**src/verilog/conv_consts.svh**
```systemverilog
`ifndef CONV_CONSTS_SVH
`define CONV_CONSTS_SVH

// Tap storage geometry
`define CONV_TAPS  16
`define CONV_LANES 4
`define CONV_SLOTS 4

`define CONV_WIDTH 32

// Register map, one word per register
`define CONV_ADDR_BITS   8
`define CONV_ADDR_FILTER 8'h00
`define CONV_ADDR_DATA   8'h04
`define CONV_ADDR_CTRL   8'h08
`define CONV_ADDR_STATUS 8'h0C
`define CONV_ADDR_RESULT 8'h10

`endif
```
**src/verilog/conv_pkg.sv**
```systemverilog
`include "conv_consts.svh"

package conv_pkg;

    typedef logic [`CONV_WIDTH-1:0] word_t;
    typedef logic [$clog2(`CONV_SLOTS)-1:0] slot_t;
    typedef logic [`CONV_LANES-1:0] lane_mask_t;
    typedef logic [$clog2(`CONV_TAPS+1)-1:0] count_t;  // Holds 0 to 16

    // Bit positions inside the CTRL word
    typedef enum logic [1:0] {
        CLR_FILTER = 2'd0,
        CLR_DATA   = 2'd1,
        RUN        = 2'd2
    } ctrl_bit_e;

    // STATUS word, ready in bit 0
    typedef struct packed {
        logic [`CONV_WIDTH-3:0] rsvd;
        logic                   pending;
        logic                   ready;
    } status_t;

endpackage

```
**src/verilog/mac_lane.sv**
```systemverilog
`timescale 1ns/1ps
`include "conv_consts.svh"

module mac_lane
    import conv_pkg::*;
(
    input  logic  clk_i,
    input  logic  rst_i,
    input  logic  filter_we_i,
    input  logic  data_we_i,
    input  slot_t slot_i,
    input  word_t word_i,
    input  logic  clear_filter_i,
    input  logic  clear_data_i,
    output word_t partial_o,
    output logic  idle_o
);

    localparam int CUR_BITS = $clog2(`CONV_SLOTS) + 1;  // Extra bit marks all slots done

    word_t                  filter_q [`CONV_SLOTS];
    word_t                  data_q [`CONV_SLOTS];
    logic [`CONV_SLOTS-1:0] filter_vld_q;
    logic [`CONV_SLOTS-1:0] data_vld_q;
    logic [CUR_BITS-1:0]    cursor_q;
    word_t                  acc_q;
    slot_t                  cur_slot;
    logic                   pair_rdy;

    assign cur_slot  = cursor_q[CUR_BITS-2:0];
    assign pair_rdy  = (cursor_q != CUR_BITS'(`CONV_SLOTS))
                       && filter_vld_q[cur_slot] && data_vld_q[cur_slot];
    assign idle_o    = !pair_rdy;
    assign partial_o = acc_q;

    always_ff @(posedge clk_i) begin
        if (clear_filter_i) begin
            for (int i = 0; i < `CONV_SLOTS; i++) begin
                filter_q[i] <= '0;
            end
        end else if (filter_we_i) begin
            filter_q[slot_i] <= word_i;
        end
        if (clear_data_i) begin
            for (int i = 0; i < `CONV_SLOTS; i++) begin
                data_q[i] <= '0;
            end
        end else if (data_we_i) begin
            data_q[slot_i] <= word_i;
        end
    end

    always_ff @(posedge clk_i) begin
        if (rst_i || clear_filter_i) begin
            filter_vld_q <= '0;
        end else if (filter_we_i) begin
            filter_vld_q[slot_i] <= 1'b1;
        end
        if (rst_i || clear_data_i) begin
            data_vld_q <= '0;
        end else if (data_we_i) begin
            data_vld_q[slot_i] <= 1'b1;
        end
    end

    // One pair per cycle, low 32 bits kept
    always_ff @(posedge clk_i) begin
        if (rst_i || clear_filter_i || clear_data_i) begin
            acc_q    <= '0;
            cursor_q <= '0;
        end else if (pair_rdy) begin
            acc_q    <= acc_q + filter_q[cur_slot] * data_q[cur_slot];
            cursor_q <= cursor_q + 1'b1;
        end
    end

    // Loader counts must never revisit a filled slot
    assert property (@(posedge clk_i) disable iff (rst_i)
        !((filter_we_i && filter_vld_q[slot_i]) || (data_we_i && data_vld_q[slot_i])))
        else $error("write to filled slot %0d", slot_i);

endmodule

```
**config.mk**
```make
export PLATFORM = sky130hd
export DESIGN_NAME = mac_lane
export DESIGN_NICKNAME = d
export VERILOG_FILES = /design/src/verilog/conv_pkg.sv /design/src/verilog/mac_lane.sv
export VERILOG_INCLUDE_DIRS = /design/src /design/src/verilog
export SDC_FILE = /design/constraint.sdc
export NUM_CORES = 2
export LEC_CHECK = 0
export ABC_AREA = 1
export BUFFER_PORTS_ARGS = -buffer_cell sky130_fd_sc_hd__buf_2
export CORE_MARGIN = 2
export CORE_UTILIZATION = 50
export CTS_BUF_LIST = sky130_fd_sc_hd__clkbuf_8
export CTS_CLUSTER_SIZE = 14
export DETAILED_ROUTE_END_ITERATION = 8
export PLACE_DENSITY = 0.72
export REMOVE_ABC_BUFFERS = 1
export SLEW_MARGIN = 20
export SYNTH_ARGS = -nofsm -noshare
export SYNTH_HDL_FRONTEND = slang
export SYNTH_SLANG_ARGS = --single-unit
```
**constraint.sdc**
```tcl
create_clock -name clk_i -period 8.6 [get_ports clk_i]
set_input_delay 1.72 -clock clk_i [delete_from_list [all_inputs] [get_ports clk_i]]
set_output_delay 1.72 -clock clk_i [all_outputs]
set_load 0.01 [all_outputs]
```
# Yosys cells after proc, flatten, opt, wreduce, memory -nomap -nowiden
# Memories as Yosys holds them, arrays and structs flattened. A register that Yosys moved wholly into a read port is not among the register bits.
# Index checks and enable logic that the tools add are counted.
# word_totals
output_inout_bits,33
input_bits,40
n_memories,2
ff_bits,43
word_cells,50
ramBits,256
# memory_table
name,depth,word_bits,read_ports,rd_ports_with_merged_regs,wr,line_no,rtl
data_q,4,32,1,1,4,mac_lane.sv:22,word_t data_q [`CONV_SLOTS];
filter_q,4,32,1,1,4,mac_lane.sv:21,word_t filter_q [`CONV_SLOTS];
# op_classes
add_sub_neg,2
eq_ne,1
mux,26
mul,1
n_lt_le_gt_ge,3
n_reduce_logical,9
bitwise_logic,2
# ops
operator,count
2-to-1 mux 32 bit,2
OR reduction 32 bit,2
adder 32 bit,1
multiplier 32 x 32 -> 32 bit,1
2-to-1 mux 1 bit,15
2-to-1 mux 2 bit,6
bitwise OR 4 bit,2
"less-than comparator 2 x 3 -> 1 bit, second input constant",2
binary-select mux 1 bit (select 2 bit),2
"adder 3 x 1 -> 3 bit, second input constant",1
logical AND 1 bit,3
logical OR 1 bit,3
"!= test 3 bit, second input constant",1
demux 1 bit (select 2 bit),1
">= comparator 2 x 1 -> 1 bit, second input constant",1
logical NOT 1 bit,1

# Logic depth before layout (Yosys ltp)
# depth
word_depth,6
depth_mapped,41
mapped_depth_nobuf,37

# Least setup slack after synthesis
# No wires, ideal clock.
# synth_timing
kind,register -> register
from,reg (tool-made name)
to,"reg acc_q[28], in the netlist partial_o[28]"
period_less_slack_ps,7448
path_buffers,4
path_slack_ps,1152
path_stages_with_launch,33
arrival_time_ps,7332
path_cell_list,dfxtp_1 -> buf_2 -> inv_4 -> buf_6 -> buf_4 -> a21oi_1 -> a32oi_1 -> clkbuf_1 -> nand2_1 -> fa_1 -> fa_1 -> inv_1 -> fa_1 -> inv_1 -> fa_1 -> inv_1 -> fa_1 -> fa_1 -> inv_1 -> fa_1 -> fa_1 -> inv_1 -> ha_1 -> nand2_1 -> nor4_1 -> nand4_1 -> nand3_1 -> a21o_1 -> a21oi_1 -> o21ai_0 -> xor2_1 -> o21ai_0 -> inv_1
# synth_rtl
element,line_no,rtl
"end signal, assigned",mac_lane.sv:72,acc_q <= acc_q + filter_q[cur_slot] * data_q[cur_slot];
"end, declared",mac_lane.sv:26,word_t acc_q;

==> flow_metrics.py <==
metrics = {
    "drt": {
        "first_pass_iters": 6,
        "num_vias": 23500,
        "finalWirelength_mm": 85.9,
        "first_iter_violations": 2169,
        "drt.antenna.violating_nets": 0,
        "drc": 0,
        "wl_per_cell_um": 19.2,
        "via_per_inst": 5.25,
    },
    "critical_path": {
        "path_class": "reg -> reg",
        "cp_max_fo": 21,
        "crit_path_top_delay_cell": "fa_1",
        "worst_ep_arrival_time_ps": 8770,
        "worstSetupEndpointType": "flop",
        "worstPathRequired_ps": 9180,
        "start_kind": "flop",
        "cp_slowest_stage_delay_ps": 550,
    },
    "floorplan": {
        "die_height_um": 250,
        "initial_core_util_pct": 50.3,
        "die_area_um2": 62400,
        "rows": 90,
        "core_um2": 60000,
        "die_width_um": 250,
        "num_io_pins": 73,
    },
    "synthesis": {
        "netlist_area_um2": 30200,
        "ys.flop_type": "edfxtp_1",
        "synth_top_cell_by_area": "fa_1",
        "synthArstFlopShare_pct": 0,
        "synth_top_area_share_pct": 29.0,
        "ys_seq_area_share_pct": 28.4,
        "ys_types": 46,
        "syn_inst": 3565,
        "yosysWarnings": 0,
        "syn_area_per_cell_um2": 8.47,
        "ys_top_cells_by_area": "fa_1 (29%), edfxtp_1 (25%), inv_1 (9.5%)",
        "synth_seq_cells": 301,
        "synth_edf_count": 256,
    },
    "finish": {
        "drive_above_1_share_pct": 7.12,
        "fillers": 5489,
        "layout.cells.non_filler": 4466,
        "finalNetCount": 4248,
        "mostFrequentLayoutCell": "inv_1",
        "layout_common_cells": "inv_1 (784), nand2_1 (745), nor2_1 (630)",
        "area_growth_pct": 7.74,
    },
    "global_route": {
        "gr-usage-all-layers_pct": 28.2,
        "first_global_vias": 23800,
        "antenna_found_initial": 1,
        "grt_pass1_wl_mm": 134,
        "grt_max_degree": 86,
        "grt_overflow": 0,
    },
    "cts": {
        "clk_latency_ps": 670,
        "cts_inserted_buffers": 51,
        "ctsHoldBuffers": 0,
        "cts_root_buf": "clkbuf_8",
        "cts_tree": "done",
        "cts_buffer_depth": 3,
        "htree_levels": 2,
        "path_clk_slew_ps": 60,
        "cts_sinks": 301,
    },
    "placed_design": {
        "dp_hpwl_mm": 65.0,
        "portBuffers": 72,
        "dpl.cell_count": 4365,
        "globalplace.congestion": 0.961,
    },
    "timing": {
        "rsz0062_at_grt": "false",
        "fin_crit_ps": 8190,
        "drv_slew": 0,
        "worstMarginPinSlew_ps": 911,
        "skew_ps": 81.6,
        "fin_crit_sh_pct": 95.3,
        "setup_viol": 0,
        "maxSlewHeadroom_pct": 39.2,
        "max_freq_mhz": 122,
        "hold_viol": 0,
    },
    "hold_path": {
        "worstHoldStart": "filter_vld_q[3]",
        "worstHoldPathType": "reg -> reg",
    },
    "status": {
        "status": "completed",
    },
    "flow_run": {
        "cap_viol_max_count": 0,
    },
}
stage by stage:
stage | TNS (ps) | hold slack, ps | utilization (%) | setup slack [ps] | cell area [um^2]
2_1_floorplan | -18150 | 428 | - | -1350 | 29500
3_3_place_gp | 0 | 440 | 52.5 | 591 | 31500
3_5_place_dp | 0 | 445 | 52.5 | 448 | 31500
4_1_cts | 0 | 454 | 54.0 | 458 | 32400
5_1_grt | 0 | 483 | 54.2 | 20.0 | 32600
6_report | 0 | 451 | 54.2 | 408 | 32600
registers in the layout (all words and copies together), names as in the netlist, named ones only:
| name | flops |
|---|---|
| data_q | 128 |
| filter_q | 128 |
| partial_o | 32 |
| data_vld_q | 4 |
| filter_vld_q | 4 |
| cursor_q | 3 |
cells by family after synthesis:
family,Yosys count,share of synthesized area [%]
AND/OR/NAND/NOR,1546,20.1
buffers and inverters,913,12.1
adder cells (fa/ha/maj),564,34.2
flip-flops,301,28.4
AO/OA/AOI/OAI,206,4.11
XOR/XNOR,35,1.01
critical path, delay by kind of cell (launching register included):
kind / cells / cell delay [ps]
adders and majority gates: 9 / 4400
AOI/OAI and AO/OA: 4 / 1050
DFF: 1 / 540
buffers and inverters: 11 / 1180
and+or+nand+nor: 9 / 910
what timing repair did:
item | in CTS | in global routing
buffers inserted | 0 | 8
hold endpoints to repair | 0 | 0
setup endpoints to repair | 0 | 3
resized for setup | 0 | 12
synthesized netlist by cell type, types with 2 or more instances:
library cell  count
buf_1            12
o21a_1            5
nand3_1         128
a32oi_2           2
inv_1           768
nor4_1            3
buf_6            20
clkinv_1          8
ha_1            126
inv_2             5
dfxtp_1          45
buf_4            13
o21bai_1          4
o22ai_1           4
nor2_1          630
o21ai_0          62
nand4_1           5
buf_2            15
nand2_1         750
o211ai_1         16
xor2_1           19
o21ai_1           9
nor3_1            4
xnor2_1          16
a32oi_4           3
a21o_1            5
fa_1            438
clkbuf_1         69
a32oi_1           2
edfxtp_1        256
nand3b_1          9
a31oi_1           2
o311ai_0          2
a21oi_1          84
nand2_2          15
final timing paths:
path | cells past startpoint | end | slack [ps]
max | 33 | partial_o[31] | 410
min | 2 | filter_vld_q[3] | 450
max reg2reg | 33 | partial_o[31] | 410
min reg2reg | 2 | filter_vld_q[3] | 450
per-layer routing:
metal	share of wire [%]	wire length, um	global-route usage, %
met4	3.9	3390	10.5
met3	9.6	8230	6.10
met2	46	39400	45.7
met5	0	0	0
met1	41	34900	37.4
final cells by class:
class	count	area (um^2)	share of cell area, %
Sequential cell	301	8590	26.4
Antenna cell	2	5.00	0.0154
Timing Repair Buffer	156	1070	3.29
Clock buffer	53	729	2.24
Inverter	783	2980	9.15
Multi-Input combinational cell	2351	18000	55.2
Clock inverter	38	214	0.657
Tap cell	782	978	3.01
Power is left out: the tool's default activity adds up to more than one toggle a clock period on the data nets, which glitch-free logic cannot reach.
