===== src/verilog/conv_consts.svh =====
`ifndef CONV_CONSTS_SVH
`define CONV_CONSTS_SVH

// Tap storage geometry
`define CONV_TAPS  16
`define CONV_LANES 4
`define CONV_SLOTS 4

`define CONV_WIDTH 32

// Register map, one word per register
`define CONV_ADDR_BITS   8
`define CONV_ADDR_FILTER 8'h00
`define CONV_ADDR_DATA   8'h04
`define CONV_ADDR_CTRL   8'h08
`define CONV_ADDR_STATUS 8'h0C
`define CONV_ADDR_RESULT 8'h10

`endif

===== src/verilog/axil_pkg.sv =====
`include "conv_consts.svh"

package axil_pkg;

    typedef logic [`CONV_ADDR_BITS-1:0] axil_addr_t;

    // BRESP / RRESP encodings in use
    typedef enum logic [1:0] {
        RESP_OKAY   = 2'b00,
        RESP_SLVERR = 2'b10
    } axil_resp_t;

endpackage


===== src/verilog/conv_pkg.sv =====
`include "conv_consts.svh"

package conv_pkg;

    typedef logic [`CONV_WIDTH-1:0] word_t;
    typedef logic [$clog2(`CONV_SLOTS)-1:0] slot_t;
    typedef logic [`CONV_LANES-1:0] lane_mask_t;
    typedef logic [$clog2(`CONV_TAPS+1)-1:0] count_t;  // Holds 0 to 16

    // Bit positions inside the CTRL word
    typedef enum logic [1:0] {
        CLR_FILTER = 2'd0,
        CLR_DATA   = 2'd1,
        RUN        = 2'd2
    } ctrl_bit_e;

    // STATUS word, ready in bit 0
    typedef struct packed {
        logic [`CONV_WIDTH-3:0] rsvd;
        logic                   pending;
        logic                   ready;
    } status_t;

endpackage


===== src/verilog/axil_cmd_slave.sv =====
`timescale 1ns/1ps
`include "conv_consts.svh"

module axil_cmd_slave
    import axil_pkg::*;
    import conv_pkg::*;
(
    input  logic       clk_i,
    input  logic       rst_i,

    input  axil_addr_t s_awaddr_i,
    input  logic       s_awvalid_i,
    output logic       s_awready_o,
    input  word_t      s_wdata_i,
    input  logic       s_wvalid_i,
    output logic       s_wready_o,
    output axil_resp_t s_bresp_o,
    output logic       s_bvalid_o,
    input  logic       s_bready_i,
    input  axil_addr_t s_araddr_i,
    input  logic       s_arvalid_i,
    output logic       s_arready_o,
    output word_t      s_rdata_o,
    output axil_resp_t s_rresp_o,
    output logic       s_rvalid_o,
    input  logic       s_rready_i,

    output logic       load_filter_o,
    output logic       load_data_o,
    output word_t      word_o,
    output logic       clear_filter_o,
    output logic       clear_data_o,
    output logic       run_o,

    input  logic       filter_full_i,
    input  logic       data_full_i,
    input  logic       ready_i,
    input  logic       pending_i,
    input  word_t      result_i
);

    logic       wr_hs;
    logic       wr_ok;
    logic       ctrl_wr;
    logic       ar_hs;
    logic       arready_q;
    logic       rvalid_next;
    word_t      rd_data;
    axil_resp_t rd_resp;
    status_t    status;

    // Address and data are taken in the same cycle, never while B is pending
    assign wr_hs       = s_awvalid_i && s_wvalid_i && !s_bvalid_o;
    assign s_awready_o = wr_hs;
    assign s_wready_o  = wr_hs;

    always_comb begin
        case (s_awaddr_i)
            `CONV_ADDR_FILTER: wr_ok = !filter_full_i && !ready_i;
            `CONV_ADDR_DATA:   wr_ok = !data_full_i && !ready_i;
            `CONV_ADDR_CTRL:   wr_ok = 1'b1;
            default:           wr_ok = 1'b0;   // Read-only or unmapped
        endcase
    end

    assign ctrl_wr        = wr_hs && (s_awaddr_i == `CONV_ADDR_CTRL);
    assign load_filter_o  = wr_hs && wr_ok && (s_awaddr_i == `CONV_ADDR_FILTER);
    assign load_data_o    = wr_hs && wr_ok && (s_awaddr_i == `CONV_ADDR_DATA);
    assign word_o         = s_wdata_i;
    assign clear_filter_o = ctrl_wr && s_wdata_i[CLR_FILTER];
    assign clear_data_o   = ctrl_wr && s_wdata_i[CLR_DATA];
    assign run_o          = ctrl_wr && s_wdata_i[RUN];

    always_ff @(posedge clk_i) begin
        if (rst_i) begin
            s_bvalid_o <= 1'b0;
        end else if (wr_hs) begin
            s_bvalid_o <= 1'b1;
        end else if (s_bready_i) begin
            s_bvalid_o <= 1'b0;
        end
    end

    always_ff @(posedge clk_i) begin
        if (wr_hs) begin
            s_bresp_o <= wr_ok ? RESP_OKAY : RESP_SLVERR;
        end
    end

    assign status = '{rsvd: '0, pending: pending_i, ready: ready_i};

    always_comb begin
        rd_data = '0;
        rd_resp = RESP_OKAY;
        case (s_araddr_i)
            `CONV_ADDR_STATUS: rd_data = status;
            `CONV_ADDR_RESULT: rd_data = result_i;
            default:           rd_resp = RESP_SLVERR;
        endcase
    end

    assign ar_hs       = s_arvalid_i && arready_q;
    assign rvalid_next = ar_hs || (s_rvalid_o && !s_rready_i);
    assign s_arready_o = arready_q;

    always_ff @(posedge clk_i) begin
        if (rst_i) begin
            s_rvalid_o <= 1'b0;
            arready_q  <= 1'b0;
        end else begin
            s_rvalid_o <= rvalid_next;
            arready_q  <= !rvalid_next;  // Open again once R has drained
        end
    end

    always_ff @(posedge clk_i) begin
        if (ar_hs) begin
            s_rdata_o <= rd_data;
            s_rresp_o <= rd_resp;
        end
    end

    // A write response is held until the host takes it
    assert property (@(posedge clk_i) disable iff (rst_i)
        s_bvalid_o && !s_bready_i |=> s_bvalid_o && $stable(s_bresp_o))
        else $error("bvalid dropped without bready");

endmodule


===== config.mk =====
export PLATFORM = sky130hd
export DESIGN_NAME = axil_cmd_slave
export DESIGN_NICKNAME = d
export VERILOG_FILES = /design/src/verilog/axil_pkg.sv /design/src/verilog/conv_pkg.sv /design/src/verilog/axil_cmd_slave.sv
export VERILOG_INCLUDE_DIRS = /design/src /design/src/verilog
export SDC_FILE = /design/constraint.sdc
export NUM_CORES = 1
export LEC_CHECK = 0
export BUFFER_PORTS_ARGS = -buffer_cell sky130_fd_sc_hd__buf_2
export CORE_MARGIN = 3
export CORE_UTILIZATION = 34
export CTS_BUF_LIST = sky130_fd_sc_hd__clkbuf_4
export CTS_CLUSTER_SIZE = 8
export DETAILED_ROUTE_END_ITERATION = 10
export GPL_TIMING_DRIVEN = 0
export PLACE_DENSITY = 0.75
export SLEW_MARGIN = 20
export SYNTH_ARGS = -nofsm -noshare
export SYNTH_HDL_FRONTEND = slang
export SYNTH_SLANG_ARGS = --single-unit

===== constraint.sdc =====
create_clock -name clk_i -period 1.36 [get_ports clk_i]
set_input_delay 0 -clock clk_i [delete_from_list [all_inputs] [get_ports clk_i]]
set_output_delay 0 -clock clk_i [all_outputs]
set_load 0.1 [all_outputs]

[Word level (Yosys, flattened, before mapping)]
Cells that the tools add are included.
Cells by class
  multiplexer cells: 6
  reductions and logical operators: 23
  $lt $le $gt $ge: 0
  shifts and indexed selects: 0
  multiply operators: 0
  bitwise operators: 0
  equal/unequal tests: 4
  div/mod/pow operators: 0
  add/sub/neg operators: 0
Operators by type and width (count)
  $pmux W32 S2: 1
  $eq A8 B4 Y1 const B: 2
  $logic_and A1 B1 Y1: 13
  $eq A8 B3 Y1 const B: 1
  $eq A8 B5 Y1 const B: 1
  $logic_not A8 Y1: 1
  $logic_not A1 Y1: 6
  $mux W2: 2
  $pmux W1 S3: 1
  $mux W1: 2
  $reduce_bool A2 Y1: 1
  $reduce_or A2 Y1: 1
  $logic_or A1 B1 Y1: 1
Storage, ports and cells
  bits in latches: 0
  output and inout bits: 78
  bits in read-only memories: 0
  logic and storage cells: 39
  memories: 0
  bits in writable memories: 0
  register bits: 39

[Logic depth before layout (Yosys ltp)]
  word-level depth: 5
  depth in mapped cells: 4
  mapped depth without buffers: 3

[Least setup slack after synthesis]
Ideal clock, no wire load.
  kind: register -> output
  start: register s_bvalid_o
  end: output load_data_o
  data required time: 1.360 ns
  setup slack: -1.963 ns
  data arrival time: 3.323 ns
  stages on the path, launching flop included: 3
  cell sequence: dfxtp_1 > nor2_1 > and4b_1
On the way
  word-level cells in the longest chain between the ends: 4
RTL lines
  start: declaration: RTL line axil_cmd_slave.sv:18  | output logic s_bvalid_o,
  start signal: assignment: RTL line axil_cmd_slave.sv:76  | s_bvalid_o <= 1'b0;
  start signal: assignment: RTL line axil_cmd_slave.sv:78  | s_bvalid_o <= 1'b1;
  start signal: assignment: RTL line axil_cmd_slave.sv:80  | s_bvalid_o <= 1'b0;
  $logic_not A1 Y1: RTL line axil_cmd_slave.sv:53  | assign wr_hs = s_awvalid_i && s_wvalid_i && !s_bvalid_o;
  $logic_and A1 B1 Y1: RTL line axil_cmd_slave.sv:53
  named net s_awready_o: RTL line axil_cmd_slave.sv:13  | output logic s_awready_o,
  $logic_and A1 B1 Y1 (2 in series): RTL line axil_cmd_slave.sv:68  | assign load_data_o = wr_hs && wr_ok && (s_awaddr_i == `CONV_ADDR_DATA);
  end: declaration: RTL line axil_cmd_slave.sv:29  | output logic load_data_o,
The timed path passes the listed nets, and every way through them passes these cells.

[Final worst setup path]
  start: input s_awaddr_i[7]
  end: output load_data_o
On the way
  word-level cells in the longest chain between the ends: 4
  elaborated cells between the ends (all ways): 6
  classes of those cells: 2 x eq/ne; 1 x mux; 3 x reduce/logical
RTL lines
  start: declaration: RTL line axil_cmd_slave.sv:11  | input axil_addr_t s_awaddr_i,
  $eq A8 B4 Y1, or another cell as far along: RTL line axil_cmd_slave.sv:58  | case (s_awaddr_i)
  $pmux W1 S3: RTL line axil_cmd_slave.sv:58
  $logic_and A1 B1 Y1: RTL line axil_cmd_slave.sv:68
  $logic_and A1 B1 Y1 (*): RTL line axil_cmd_slave.sv:68
Mark *: on every way between the ends. The rest lies on a longest branch, timed or not.

==> impl_metrics.csv <==
group,metric,value,unit
floorplanning,core,0.00491,mm²
global_route,track_usage,0.179,
cts,cts_max_path_buffers,2,
critical_path,crit_type,"input port to primary output",
floorplanning,die_y,78.4,µm
power,p_leak,1.53,nW
critical_path,crit_fanout,6,
critical_path,worstPathRequired,1.36,ns
cts,cts_max_level,2,
power,p_clk_frac,0.199,
layout,final_layout_size_suffix_gt1_frac,0.615,
job,maxCapViolCount,0,
critical_path,endpoint_kind,"primary output",
floorplanning,die_w,78.4,µm
routing,vias,1687,
yosys,yosys_warnings,0,
routing,wl_per_cell,14.1,µm
routing,drc_errors,0,
timing,finalHoldViolCount,0,
timing,fin_crit_sh,0.996,
power,design_power_total,2.86,mW
cts,cts_tree,"built",
placement,placed_cells,345,
layout,diodes,0,
cts,clk_latency,0.34,ns
global_route,grt_pass1_wl,8.38,mm
layout,areaGrowthSynthToFinish,74.8,%
yosys,syn-cell-area,0.00178,mm²
timing,setup_viol,0,
global_route,antenna_found_initial,0,
global_route,grt_pass1_vias,1743,
power,pwr-share-seq,0.445,
routing,drt_iter0_drc,57,
layout,fin_nets,415,
yosys,ys_seq_elements,37,
global_route,grt_max_degree,35,
cts,cts_made_buffers,5,
critical_path,worstReg2RegStart,"s_arready_o$_SDFF_PP0_",
critical_path,cp-startpoint,"s_awaddr_i[7]",
placement,placedInstanceArea,0.00259,mm²
timing,post-route-min-period,1.36,ns
placement,post-dp-hpwl,3.85,mm
yosys,syn_inst,140,
cts,path_clk_slew,0.11,ns
timing,skew,0.00919,ns
min_path,min_path_type,"input port to flip-flop",
floorplanning,rows,25,
routing,ant_nets,0,
status,status,"finished, final reports clean",
floorplanning,die-area,0.00615,mm²
timing,fmax,738,MHz
layout,stdcell_area,0.00312,mm²
power,p_int,1.73,mW
placement,io_buffers,137,
power,pwr-share-comb,0.356,
power,p_sw_frac,0.395,
routing,vias_per_cell,4.30,
cts,cts_sinks,37,
layout,final_cell_mix,"buf_2, dlygate4sd3_1, buf_4, edfxtp_1, and2_1",
yosys,ys_seq_area_frac,0.606,
power,vdd_drop_max,503,µV
critical_path,crit_path_start_kind,"input port",
critical_path,cp_data_arrival_time,1.36,ns
placement,place_congestion,0.701,
floorplanning,initial_utilization,0.363,
layout,instances_no_fill,392,
yosys,post_synth.cell_area_avg,12.7,µm²
power,p_sw,1.13,mW
floorplanning,io-pin-count,169,
layout,final_common_cell,"buf_2",
cts,cts-root-buf,"clkbuf_4",
routing,wl,5.51,mm
timing,rsz0062_at_grt,"true",
routing,drtPass1Iterations,4,
timing,hold_slack,0.00293,ns
min_path,hp-start,"s_awaddr_i[5]",
global_route,grt_overflow_total,0,
power,power_density,917,mW/mm²
timing,slew_viol_final,0,
yosys,synth_cell_type_count,27,
-- synthesized netlist by cell type --
cell       n  share of area
or4_4      1         0.0063
clkbuf_2   3         0.0084
edfxtp_1  34           0.57
and3_1     1         0.0035
o21ai_0    1         0.0028
nor3_4     1         0.0091
and3b_1    1         0.0049
nor3_1     2         0.0056
nor2b_1    3          0.011
o211ai_1   1         0.0042
conb_1     1         0.0021
dfxtp_1    3          0.034
buf_4     35           0.15
o21ba_2    1         0.0056
or2_2      1         0.0035
nor3b_2    1         0.0070
or3b_2     1         0.0049
and4b_1    1         0.0056
and3_2     1         0.0042
nand2_1    2         0.0042
a21oi_1    2         0.0056
and2_1    31           0.11
nor2_1     5          0.011
and4_1     3          0.015
inv_1      1         0.0021
a22oi_1    2         0.0084
nor3b_1    1         0.0042
-- state kept, by name, indices dropped and copies added (netlist names) --
signal,flops
s_arready_o,1
s_bresp_o,1
s_bvalid_o,1
s_rdata_o,32
s_rresp_o,1
s_rvalid_o,1
-- power by group through the flow --
stage	clock network (mW)	logic, mW	registers (mW)
final	0.569	1.02	1.27
after global routing	0.634	1.05	1.27
after CTS	0.583	1.01	1.27
after detailed placement	0	0.924	1.30
after global placement	0	0.918	1.30
after floorplan	0	0.553	1.49
-- layer usage --
metal,global-route usage,up-vias,part of all wire
met5,0,-,0
met4,0.0472,0,0.0082
met3,0.0562,5,0.091
met2,0.350,107,0.55
met1,0.180,763,0.35
li1,-,812,-
-- worst max-delay path: stages --
cell and delay (ns):
buf_2 0.09, or4_4 0.53, nor3_4 0.25, and4b_4 0.30, buf_12 0.17
-- final cells by class --
cell class / instances / area (µm²)
Fill cell: 410 / 1790
Timing Repair Buffer: 176 / 1160
Sequential cell: 37 / 1090
Multi-Input combinational cell: 65 / 450
Buffer: 38 / 278
Tap cell: 67 / 83.8
Clock buffer: 5 / 37.5
Clock inverter: 3 / 17.5
Inverter: 1 / 3.75
-- through the flow --
| stage | util | TNS, ns | setup WS [ns] |
|---|---|---|---|
| 2_1_floorplan | - | -1.28 | -0.247 |
| 3_3_place_gp | 0.528 | -0.738 | -0.163 |
| 3_5_place_dp | 0.528 | -0.861 | -0.184 |
| 4_1_cts | 0.632 | -0.0443 | -0.0320 |
| 5_1_grt | 0.635 | -0.208 | -0.0697 |
| 6_report | 0.635 | 0 | 0.00484 |
-- worst paths after layout --
path / cells after the start / slack (ns) / endpoint
hold reg to reg: 2 / 0.54 / s_rvalid_o$_SDFF_PP0_
setup reg to reg: 1 / 0.22 / s_rdata_o[10]$_DFFE_PP_
setup / recovery: 5 / 0.005 / load_data_o
hold / removal: 3 / 0.003 / s_bresp_o[1]$_DFFE_PP_
-- repair_timing --
item | 4_1_cts | 5_1_grt
endpoints found under the setup margin | 7 | 7
pin swaps | 2 | 2
setup buffers | 1 | 0
endpoints found under the hold margin | 36 | 0
gates resized for setup | 19 | 4
hold buffers | 38 | 0
-- kinds of logic (layout without fill, tap and decap cells) --
group / after synthesis / count (layout) / share of synthesized area
simple gates: 56 / 56 / 0.208
compound gates: 7 / 7 / 0.0266
buf+inv: 39 / 223 / 0.158
flops: 37 / 37 / 0.606
other cells: 1 / 2 / 0.00210
(Power assumes the default switching activity.)
