### config.mk
export PLATFORM = sky130hd
export DESIGN_NAME = sum_reducer
export DESIGN_NICKNAME = d
export VERILOG_FILES = /design/src/verilog/conv_pkg.sv /design/src/verilog/sum_reducer.sv
export VERILOG_INCLUDE_DIRS = /design/src /design/src/verilog
export SDC_FILE = /design/constraint.sdc
export NUM_CORES = 1
export LEC_CHECK = 0
export ABC_AREA = 0
export BUFFER_PORTS_ARGS = -buffer_cell sky130_fd_sc_hd__buf_2
export CELL_PAD_IN_SITES_DETAIL_PLACEMENT = 0
export CELL_PAD_IN_SITES_GLOBAL_PLACEMENT = 2
export CORE_ASPECT_RATIO = 0.8
export CORE_MARGIN = 8
export CORE_UTILIZATION = 26
export DETAILED_ROUTE_END_ITERATION = 6
export PLACE_DENSITY = 0.9
export SLEW_MARGIN = 30
export SYNTH_ARGS = -nofsm -noshare
export SYNTH_HDL_FRONTEND = slang
export SYNTH_SLANG_ARGS = --single-unit
export TNS_END_PERCENT = 10
### constraint.sdc
create_clock -name clk_i -period 3.7 [get_ports clk_i]
set_input_delay 0.555 -clock clk_i [delete_from_list [all_inputs] [get_ports clk_i]]
set_output_delay 0.555 -clock clk_i [all_outputs]
set_load 0.05 [all_outputs]
### src/verilog/conv_consts.svh
`ifndef CONV_CONSTS_SVH
`define CONV_CONSTS_SVH

// Tap storage geometry
`define CONV_TAPS  16
`define CONV_LANES 4
`define CONV_SLOTS 4

`define CONV_WIDTH 32

// Register map, one word per register
`define CONV_ADDR_BITS   8
`define CONV_ADDR_FILTER 8'h00
`define CONV_ADDR_DATA   8'h04
`define CONV_ADDR_CTRL   8'h08
`define CONV_ADDR_STATUS 8'h0C
`define CONV_ADDR_RESULT 8'h10

`endif
### src/verilog/conv_pkg.sv
`include "conv_consts.svh"

package conv_pkg;

    typedef logic [`CONV_WIDTH-1:0] word_t;
    typedef logic [$clog2(`CONV_SLOTS)-1:0] slot_t;
    typedef logic [`CONV_LANES-1:0] lane_mask_t;
    typedef logic [$clog2(`CONV_TAPS+1)-1:0] count_t;  // Holds 0 to 16

    // Bit positions inside the CTRL word
    typedef enum logic [1:0] {
        CLR_FILTER = 2'd0,
        CLR_DATA   = 2'd1,
        RUN        = 2'd2
    } ctrl_bit_e;

    // STATUS word, ready in bit 0
    typedef struct packed {
        logic [`CONV_WIDTH-3:0] rsvd;
        logic                   pending;
        logic                   ready;
    } status_t;

endpackage

### src/verilog/sum_reducer.sv
`timescale 1ns/1ps
`include "conv_consts.svh"

module sum_reducer
    import conv_pkg::*;
(
    input  logic                     clk_i,
    input  logic                     rst_i,
    input  logic                     run_i,
    input  logic                     clear_i,
    input  word_t [`CONV_LANES-1:0] partials_i,
    input  lane_mask_t               idle_i,
    output word_t                    result_o,
    output logic                     ready_o,
    output logic                     pending_o
);

    word_t lane_sum;
    logic  drain;

    always_comb begin
        lane_sum = '0;
        for (int i = 0; i < `CONV_LANES; i++) begin
            lane_sum = lane_sum + partials_i[i];
        end
    end

    // Run completes once no lane has a pair left to consume
    assign drain = pending_o && (&idle_i);

    always_ff @(posedge clk_i) begin
        if (rst_i) begin
            pending_o <= 1'b0;
            ready_o   <= 1'b0;
        end else if (clear_i) begin
            pending_o <= run_i;  // Clear and run in one CTRL write
            ready_o   <= 1'b0;
        end else if (drain) begin
            pending_o <= 1'b0;
            ready_o   <= 1'b1;
        end else if (run_i && !ready_o) begin
            pending_o <= 1'b1;
        end
    end

    always_ff @(posedge clk_i) begin
        if (rst_i) begin
            result_o <= '0;
        end else if (drain) begin
            result_o <= lane_sum;
        end
    end

endmodule

# [Word-level counts from Yosys, hierarchy flattened]
# Cells that the tools add are included.
[classes] add_sub_neg=3 mux=3 reduce_logical=6
[op_table] operator="$add 32x32->32" count=3
[op_table] operator="$reduce_and 4->1" count=1
[op_table] operator="$mux 1" count=3
[op_table] operator="$reduce_bool 3->1" count=1
[op_table] operator="$logic_and 1x1->1" count=2
[op_table] operator="$reduce_or 2->1" count=1
[op_table] operator="$logic_not 1->1" count=1
[totals] regBits=34 input_bits=136 output_inout_bits=34 elab_cells=15

# [Depth between registers and ports, before layout]
# Gate-level depths: netlist (run 1).
[logic_depth] ltp_word=5 ltp_mapped=13 mapped_depth_nobuf=12

# [Worst setup path before layout (run 1)]
# Ideal clock, no wire load.
[synth_timing] path_kind="input-to-reg" startpoint="input port partials_i[9] (netlist name)" endpoint="register result_o[22]" setup_time_ns=0.117 t_arrival_ns=3.444 t_required_ns=3.583 path_slack_ns=0.139 cell_stages=12 n_path_buf=0 path_cell_list="inv_1 -> fa_1 -> fa_1 -> inv_1 -> ha_1 -> a21oi_2 -> nor2_1 -> or3_4 -> o21bai_2 -> a2111oi_2 -> or3_1 -> a32o_1"
[synth_via] elab_chain_len=3
[synth_lines] item="start, declared" line="sum_reducer.sv:11" source="input word_t [`CONV_LANES-1:0] partials_i,"
[synth_lines] item="$add 32x32->32 (3 in a row)" line="sum_reducer.sv:24" source="lane_sum = lane_sum + partials_i[i];"
[synth_lines] item="end signal, assigned" line="sum_reducer.sv:50" source="result_o <= lane_sum;"
[synth_lines] item="end, declared" line="sum_reducer.sv:13" source="output word_t result_o,"
# Every way passes these cells.
# A chain may end at the register's enable or synchronous reset.

# [Final worst setup path (run 1)]
[layout_timing] startpoint="input port partials_i[2] (netlist name)" endpoint="register result_o[28]"
# Same word-level chain as after synthesis.

==> run summary, run 1 <==
layout cells sized above 1 -> 28.6%
chip width -> 168 um
asr flop ratio synth -> 0%
outcome -> completed
DRT iter0 DRCs -> 203
Slew HR -> 60.3%
most instantiated library cell after synthesis -> inv_1
Post-Layout Cell Count -> 1,044
antenna cells -> 0
max incr delay on CP -> 0.51 ns
Core ar. -> 0.0181 sq mm
Peak VDD IR -> 0.244 mV
worst skew pair latency -> 0.29 ns
HPWL after DPL -> 12.3 mm
vias -> 4,579
routability cong. -> 0.813
Setup Buffers After CTS -> 0
Layout Skew -> 0.00439 ns
TritonRoute pass-1 iters -> 4
syn_nets -> 835
Reg area -> 681 sq um
die footprint -> 0.0230 sq mm
placed cell area -> 0.00617 sq mm
Sw Ratio -> 43.6%
total net switching power -> 1260 uW
cell area power density -> 455 mW/mm^2
slowest CP cell -> fa_1
post-CTS resize count -> 0
Main synth FF type -> dfxtp_1
Total Routed Length -> 14.0 mm
sequential area share after synthesis -> 14.2%
sequential share of power -> 13.1%
Finished Cell Area -> 0.00636 sq mm
drc violations -> 0
fill cell count -> 1,988
DR vias/cell -> 4.39
Num CTS Buffers -> 5
unrepaired setup endpoints after global routing -> no
Fin Hold WS -> 0.443 ns
crit path kind -> in2reg
Critical Path Source -> partials_i[2]
Hold Fails Final Rpt -> 0
Commonest cells post-synth -> inv_1, fa_1, nand2_1
CTS Buffer Depth -> 2
worst-path fanout max -> 3
HP Class -> reg2reg
required time worst endpoint -> 3.86 ns
WP data arrival -> 3.67 ns
CTS H-tree depth -> 2
port bufs -> 169
IO Count -> 170
Area growth, synth to finish -> 32.9%
endpoints failing setup -> 0
EDFF count, synth -> 0
Worst Tran Pin Value -> 0.589 ns
FP Rows -> 44
CP endpoint kind -> register
All-Layer GR Usage -> 12.1%
TritonCTS clock tree -> yes
Post-Synthesis Cells -> 606
mean post-synth cell area -> 7.90 sq um
Placed Cells incl. Taps -> 1,036
critical hold path startpoint -> result_o[20]$_SDFFE_PP0P_
post-synth cell types -> 55
clock sink total -> 34
Clock power frac -> 19.4%
cell family with most CP delay -> compound AO/OA/AOI/OAI gates
number of max-cap violations -> 0
dominant cell type by area after synthesis -> fa_1
wire per inst -> 13.4 um
fmax -> 285 MHz
Internal -> 1630 uW
minimum clock period -> 3.50 ns
final net count -> 1,042
GRT Residual Overflow -> 0
vias in the first global route -> 4,715
critical path launch point type -> primary input
largest net degree at the start of global routing -> 19
max-slew violations -> 0
Mapped Area -> 0.00478 sq mm
Critical R2R Launch -> pending_o$_SDFFE_PP0P_
Leak -> 0.00350 uW
fin crit share -> 94.7%
worst path cell trace -> buf_2 > inv_1 > fa_1 > fa_1 > inv_1 > ha_1 > a211oi_1 > o21a_1 > o21bai_1 > o41a_1 > or2_1 > a21oi_1 > o311ai_1
number of antenna violations at the first check in global routing -> 0
Place WS -> -0.109 ns
initial core utilization -> 26.4%
Die Y -> 137 um
Area contributors post-synth -> fa_1, dfxtp_1, inv_1
top cell type's share of synthesized area -> 25.9%
Routed Antenna Nets -> 0
Buf/Inv on CP -> 3
area of the multi-input gates -> 0.00336 sq mm
Worst Slack Setup Final -> 0.195 ns
Reg clk slew, reported paths -> 0.05 ns
Clock Tree Root -> clkbuf_16
Comb power frac -> 67.5%
Ys Warns -> 0
first-pass GRT wire length -> 22.7 mm
hold buffer count at cts -> 0
post-synthesis register bit count -> 34
metrics by stage:
step	util, %	setup TNS, ns	power [uW]
after floorplan	-	0	1720
after global placement	34.0	-0.235	2340
after detailed placement	34.0	-0.394	2340
after CTS	35.1	0	2920
after global routing	35.1	0	3170
final	35.1	0	2900
worst min-delay path, cell delays in order (launching register included):
cell and delay, ns:
dfxtp_1 0.30, nand2_1 0.05, o21ai_1 0.05
layout make-up:
type,instances,area share (%)
clock buffer,5,1.97
clock inverter,3,1.08
inverter,179,10.6
multi-input combinational,381,52.8
sequential,34,10.7
tap,230,4.52
timing repair buffer,212,18.4
state kept, by name, summed over array words and instances, names as in the netlist:
name,count
pending_o,1
ready_o,1
result_o,32
per-layer routing:
layer	vias up	global-route usage, %	wire [um]
met5	-	0	0
met4	0	2.23	95
met3	7	4.07	1240
met2	155	18.2	5790
met1	2080	16.8	6850
li1	2337	-	-
power groups by stage:
stage | clock network, uW | logic, uW | registers (uW)
after floorplan | 0 | 1300 | 417
after global placement | 0 | 1950 | 387
after detailed placement | 0 | 1950 | 387
after CTS | 571 | 1970 | 379
after global routing | 586 | 2200 | 380
final | 561 | 1960 | 379
layout by cell type (no fill, tap or decap), types with 11 or more instances in the layout:
cell type  count
o21ai_0       23
nor3_1        11
fa_1          62
nor2_1        28
buf_2        169
ha_1          31
inv_1        179
xnor2_1       19
dfxtp_1       34
buf_4         43
nand2_1       55
a21oi_1       38
o21ai_1       11
kinds of logic after synthesis:
| logic type | Yosys count | share of synthesized area (%) |
|---|---|---|
| multiplexers | 1 | 0.209 |
| buffers and inverters | 191 | 15.6 |
| AO/OA/AOI/OAI | 141 | 19.7 |
| adder cells (fa/ha/maj) | 93 | 34.0 |
| XOR/XNOR | 24 | 4.39 |
| AND/OR/NAND/NOR | 122 | 11.8 |
| flip-flops | 34 | 14.2 |
path summary, 6_finish.rpt:
path,to,slack (ns),cells after the start
hold / removal,result_o[20]$_SDFFE_PP0P_,0.44,2
hold reg to reg,result_o[20]$_SDFFE_PP0P_,0.44,2
setup / recovery,result_o[28]$_SDFFE_PP0P_,0.20,13
setup reg to reg,result_o[24]$_SDFFE_PP0P_,1.85,7
Power figures use the tool's default switching activity.
==> run 2, diff against run 1 <==
- PLACE_DENSITY: 0.9 -> default
- PLACE_DENSITY_LB_ADDON: default -> 0.1
==> run summary, run 2 (synthesis results as in run 1) <==
outcome -> completed
die footprint -> 0.0230 sq mm (unchanged)
commonest non-fill, non-tap cell in the layout -> inv_1
vias in the first global route -> 5,019 (+6.4%)
DRT iter0 DRCs -> 139 (-32%)
Num CTS Buffers -> 5 (unchanged)
routability cong. -> 0.846 (+4.0%)
Worst Slack Setup Final -> 0.156 ns (-0.0396 ns)
Largest register FFs -> 32 (unchanged)
Routed Antenna Nets -> 0 (unchanged)
hold buffer count at cts -> 0 (unchanged)
IO Count -> 170 (unchanged)
most frequent cells in the layout -> inv_1, buf_2, fa_1, nand2_1, buf_4
max incr delay on CP -> 0.52 ns (about the same)
Final Util -> 35.6% (+0.50 points)
number of antenna violations at the first check in global routing -> 0 (unchanged)
largest net degree at the start of global routing -> 19 (unchanged)
endpoints failing setup -> 0 (unchanged)
wire per inst -> 14.0 um (+4.4%)
Core ar. -> 0.0181 sq mm (unchanged)
Reg clk slew, reported paths -> 0.06 ns (about the same)
FP Rows -> 44 (unchanged)
Worst Tran Pin Value -> 0.515 ns (-0.0748 ns)
critical path launch point type -> primary input
minimum clock period -> 3.54 ns (+0.0396 ns)
GRT Residual Overflow -> 0 (unchanged)
HPWL after DPL -> 13.1 mm (+6.0%)
CTS Buffer Depth -> 2 (unchanged)
CTS H-tree depth -> 2 (unchanged)
fin crit share -> 95.8% (+1.1 points)
worst reg2reg setup slack -> 1.90 ns (+0.05 ns)
clock sink total -> 34 (unchanged)
unrepaired setup endpoints after global routing -> yes
worst-path fanout max -> 5 (+2)
Slew HR -> 65.3% (+5.0 points)
Biggest register -> result_o
All-Layer GR Usage -> 12.9% (+0.77 points)
reg2reg path depth -> 7 (unchanged)
Total Routed Length -> 14.8 mm (+5.6%)
CP most frequent cell -> inv_1
final net count -> 1,054 (+1.2%)
drc violations -> 0 (unchanged)
Place WS -> -0.265 ns (-0.156 ns)
DR vias/cell -> 4.35 (-0.92%)
TritonCTS clock tree -> yes
Area growth, synth to finish -> 34.8%
HP Class -> reg2reg
number of max-cap violations -> 0 (unchanged)
required time worst endpoint -> 3.87 ns (about the same)
CP endpoint kind -> register
Peak VDD IR -> 0.266 mV (+9.2%)
Hold Fails Final Rpt -> 0 (unchanged)
cell family with most CP delay -> adder cells
layout cells sized above 1 -> 30.3% (+1.6 points)
reg2reg end -> result_o[16]$_SDFFE_PP0P_
antenna cells -> 0 (unchanged)
Hold EP -> result_o[18]$_SDFFE_PP0P_
Layout Skew -> 0.00307 ns (-0.00132 ns)
vias -> 4,589 (+0.22%)
cell area power density -> 456 mW/mm^2 (+0.18%)
Clock Tree Root -> clkbuf_16
worst skew pair latency -> 0.28 ns (about the same)
Die Y -> 137 um (unchanged)
critical hold path startpoint -> result_o[18]$_SDFFE_PP0P_
fmax -> 282 MHz (-1.1%)
Setup Buffers After CTS -> 0 (unchanged)
chip width -> 168 um (unchanged)
Leak -> 0.00354 uW (+1.1%)
Worst Hold Depth -> 2 (unchanged)
max-slew violations -> 0 (unchanged)
initial core utilization -> 26.4% (unchanged)
TritonRoute pass-1 iters -> 6 (+2)
worst path cell trace -> buf_2 > inv_1 > fa_2 > fa_1 > inv_1 > ha_1 > a21oi_2 > nor2_1 > or3_4 > o2111ai_2 > a21oi_1 > or3_1 > a32o_1
slowest CP cell -> fa_1
WP data arrival -> 3.72 ns (+0.05 ns)
port bufs -> 169 (unchanged)
crit path kind -> in2reg
largest registers -> result_o x32, pending_o x1, ready_o x1
Buf/Inv on CP -> 3 (unchanged)
first-pass GRT wire length -> 24.3 mm (+7.1%)
Critical R2R Launch -> pending_o$_SDFFE_PP0P_
==> run 2: changes by cell type in the layout (fill, tap and decap cells not counted), sizes merged <==
| cell | delta |
|---|---|
| buf | +12 |
| clkinvlp | +2 |
| bufinv | -1 |
| clkinv | -1 |
==> run 2: power breakdown <==
part,switching (uW),internal [uW]
combinational,1130,940
clock,174,318
sequential,4.56,375
total,1310,1630
==> run 2: tightest hold or removal path: stages (launching register included) <==
cell     delay (ns)
dfxtp_1        0.31
nand2_1        0.05
o21ai_1        0.05
==> run 2: worst max-delay path by stage <==
| stage | from | end | slack (ns) | cells after the start |
|---|---|---|---|---|
| 6_report | partials_i[41] | result_o[30]$_SDFFE_PP0P_ | 0.16 | 13 |
| 3_5_place_dp | partials_i[16] | result_o[31]$_SDFFE_PP0P_ | -0.27 | 13 |
| 4_1_cts | partials_i[16] | result_o[31]$_SDFFE_PP0P_ | 0.08 | 13 |
| 3_3_place_gp | partials_i[16] | result_o[31]$_SDFFE_PP0P_ | -0.23 | 13 |
| 2_1_floorplan | partials_i[9] | result_o[22]$_SDFFE_PP0P_ | 0.14 | 12 |
| 5_1_grt | partials_i[2] | result_o[30]$_SDFFE_PP0P_ | -0.02 | 14 |
==> run 2: routing by layer <==
layer | routed length (um) | GRT usage (%)
met1 | 7100 | 17.3
met2 | 6610 | 21.1
met3 | 931 | 3.29
met4 | 109 | 2.03
met5 | 0 | 0
==> run 2: through the flow <==
stage | std cells | hold slack (ns) | total power (uW) | cell area, sq um | setup TNS [ns]
floorplan | 606 | 0.662 | 1720 | 4780 | 0
global placement | 1048 | 0.440 | 2460 | 6260 | -0.993
detailed placement | 1048 | 0.444 | 2460 | 6260 | -1.41
CTS | 1056 | 0.452 | 2980 | 6430 | 0
global route | 1056 | 0.466 | 3240 | 6450 | -0.0185
finish | 1056 | 0.447 | 2940 | 6450 | 0
==> run 2: what timing repair did <==
item | 4_1_cts | 5_1_grt
gates cloned | 0 | 0
endpoints found under the setup margin | 1 | 6
hold endpoints to repair | 0 | 0
resized for setup | 1 | 5
==> run 2: layout make-up <==
type	instances	area, sq um
repair buffers	224	1260
flip-flops and latches	34	681
inverters	179	672
well taps	230	288
fillers	1978	11700
clock inverters	3	45.0
multi-input cells	381	3380
clock buffers	5	125
==> run 3, diff against run 2 <==
- CORE_UTILIZATION: 26 -> 31
- clock period: 3.7 -> 4.1 ns (I/O delays scaled with it)
==> run summary, run 3 (synthesis results as in run 1) <==
layout cells sized above 1 -> 25.5% (-4.8 points)
Reg clk slew, reported paths -> 0.06 ns (about the same)
TritonRoute pass-1 iters -> 4 (-2)
routability cong. -> 0.851 (+0.57%)
Hold Fails Final Rpt -> 0 (unchanged)
GRT Residual Overflow -> 0 (unchanged)
Leak -> 0.00334 uW (-5.7%)
endpoints failing setup -> 0 (unchanged)
reg2reg end -> result_o[31]$_SDFFE_PP0P_
fin crit share -> 92.2%
Biggest register -> result_o
chip width -> 155 um (-7.6%)
Worst Tran Pin Value -> 0.787 ns (+0.272 ns)
post-CTS resize count -> 0 (-1)
clock sink total -> 34 (unchanged)
TritonCTS clock tree -> yes
Peak VDD IR -> 0.164 mV (-38%)
WP data arrival -> 3.96 ns (+0.24 ns)
Die Y -> 127 um (-7.4%)
Largest register FFs -> 32 (unchanged)
Core ar. -> 0.0151 sq mm (-17%)
first-pass GRT wire length -> 23.6 mm (-2.8%)
minimum clock period -> 3.78 ns
largest net degree at the start of global routing -> 20 (+1)
antenna cells -> 0 (unchanged)
total net switching power -> 1120 uW (-14%)
wire per inst -> 14.4 um (+2.8%)
initial core utilization -> 31.8% (+5.3 points)
CTS H-tree depth -> 2 (unchanged)
cell area power density -> 406 mW/mm^2 (-11%)
vias in the first global route -> 4,848 (-3.4%)
All-Layer GR Usage -> 14.6% (+1.7 points)
Comb power frac -> 65.4% (-5.0 points)
most frequent cells in the layout -> inv_1, buf_2, fa_1, nand2_1, a21oi_1
vias -> 4,507 (-1.8%)
Area growth, synth to finish -> 27.1%
Worst Slack Setup Final -> 0.321 ns (+0.165 ns)
outcome -> completed
final net count -> 1,008 (-4.4%)
Worst Hold Depth -> 2 (unchanged)
Place WS -> 0.0691 ns (+0.334 ns)
sequential share of power -> 13.9% (+1.0 points)
die footprint -> 0.0197 sq mm (-14%)
Total Routed Length -> 14.2 mm (-3.6%)
IO Count -> 170 (unchanged)
largest registers -> result_o x32, pending_o x1, ready_o x1
worst skew pair latency -> 0.28 ns (about the same)
crit path kind -> in2reg
drc violations -> 0 (unchanged)
Slew HR -> 47.4% (-18 points)
CTS Buffer Depth -> 2 (unchanged)
CP endpoint kind -> register
commonest non-fill, non-tap cell in the layout -> inv_1
Sw Ratio -> 45.5% (+0.97 points)
Num CTS Buffers -> 5 (unchanged)
setup TNS -> 0 ns (unchanged)
hold buffer count at cts -> 0 (unchanged)
worst-path fanout max -> 3 (-2)
Layout Skew -> 0.00550 ns (+0.00243 ns)
critical hold path startpoint -> result_o[18]$_SDFFE_PP0P_
critical path launch point type -> primary input
number of antenna violations at the first check in global routing -> 0 (unchanged)
Hold EP -> result_o[18]$_SDFFE_PP0P_
Clock Tree Root -> clkbuf_16
port bufs -> 169 (unchanged)
Setup Buffers After CTS -> 0 (unchanged)
Critical R2R Launch -> pending_o$_SDFFE_PP0P_
DR vias/cell -> 4.55 (+4.8%)
fmax -> 265 MHz
Internal -> 1340 uW (-18%)
unrepaired setup endpoints after global routing -> no
max-slew violations -> 0 (unchanged)
DRT iter0 DRCs -> 250 (+80%)
HPWL after DPL -> 12.4 mm (-4.8%)
Clock power frac -> 20.7% (+4.0 points)
HP Class -> reg2reg
reg2reg path depth -> 8 (+1)
worst reg2reg setup slack -> 1.79 ns (-0.11 ns)
number of max-cap violations -> 0 (unchanged)
required time worst endpoint -> 4.28 ns (+0.41 ns)
FP Rows -> 40 (-9.1%)
Routed Antenna Nets -> 0 (unchanged)
[run 3: cell types whose count changed in the layout (fill, tap and decap cells not counted), sizes merged]
cell,delta
bufinv,+1
clkinvlp,-2
buf,-46
clkinv,+1
[run 3: worst max path at each step]
stage / endpoint / depth (start not counted) / from / slack, ns
final: result_o[31]$_SDFFE_PP0P_ / 13 / partials_i[16] / 0.32
after global routing: result_o[20]$_SDFFE_PP0P_ / 13 / partials_i[13] / 0.16
after CTS: result_o[31]$_SDFFE_PP0P_ / 13 / partials_i[17] / 0.34
after detailed placement: result_o[31]$_SDFFE_PP0P_ / 13 / partials_i[16] / 0.07
after global placement: result_o[31]$_SDFFE_PP0P_ / 13 / partials_i[17] / 0.03
after floorplan: result_o[22]$_SDFFE_PP0P_ / 12 / partials_i[9] / 0.48
[run 3: critical path, stage by stage]
cell and delay [ns]:
buf_2 0.07, inv_1 0.04, fa_1 0.50, fa_1 0.52, inv_1 0.04, ha_1 0.30
a21o_1 0.21, a21o_1 0.20, a2111oi_0 0.62, buf_4 0.21, o31a_1 0.18, a31oi_2 0.15
o311ai_1 0.29
[run 3: layout make-up]
| cell class | instances | area, sq um |
|---|---|---|
| Multi-Input combinational cell | 381 | 3360 |
| Clock inverter | 3 | 68.8 |
| Sequential cell | 34 | 681 |
| Fill cell | 1643 | 8980 |
| Inverter | 179 | 672 |
| Clock buffer | 5 | 125 |
| Tap cell | 210 | 263 |
| Timing Repair Buffer | 178 | 913 |
[run 3: metrics by stage]
step                instance area, sq um  power [uW]  hold slack (ns)  utilization, %  instances
floorplan                           4780        1550            0.662               -        606
global placement                    5890        1960            0.438            39.1        982
detailed placement                  5890        1970            0.438            39.1        982
CTS                                 6080        2490            0.447            40.4        990
global route                        6080        2700            0.463            40.4        990
finish                              6080        2470            0.444            40.4        990
[run 3: per-layer routing]
metal / track usage (%) / up-vias / part of all wire, %
met1: 19.4 / 2124 / 48
met3: 3.64 / 5 / 6.3
met2: 24.1 / 113 / 45
met5: 0 / - / 0
li1: - / 2265 / -
met4: 1.90 / 0 / 0.39
[run 3: power groups by stage]
stage / sequential (uW) / combinational, uW / clock [uW]
2_1_floorplan: 376 / 1180 / 0
3_3_place_gp: 350 / 1610 / 0
3_5_place_dp: 350 / 1620 / 0
4_1_cts: 342 / 1630 / 518
5_1_grt: 343 / 1830 / 532
6_report: 342 / 1610 / 511
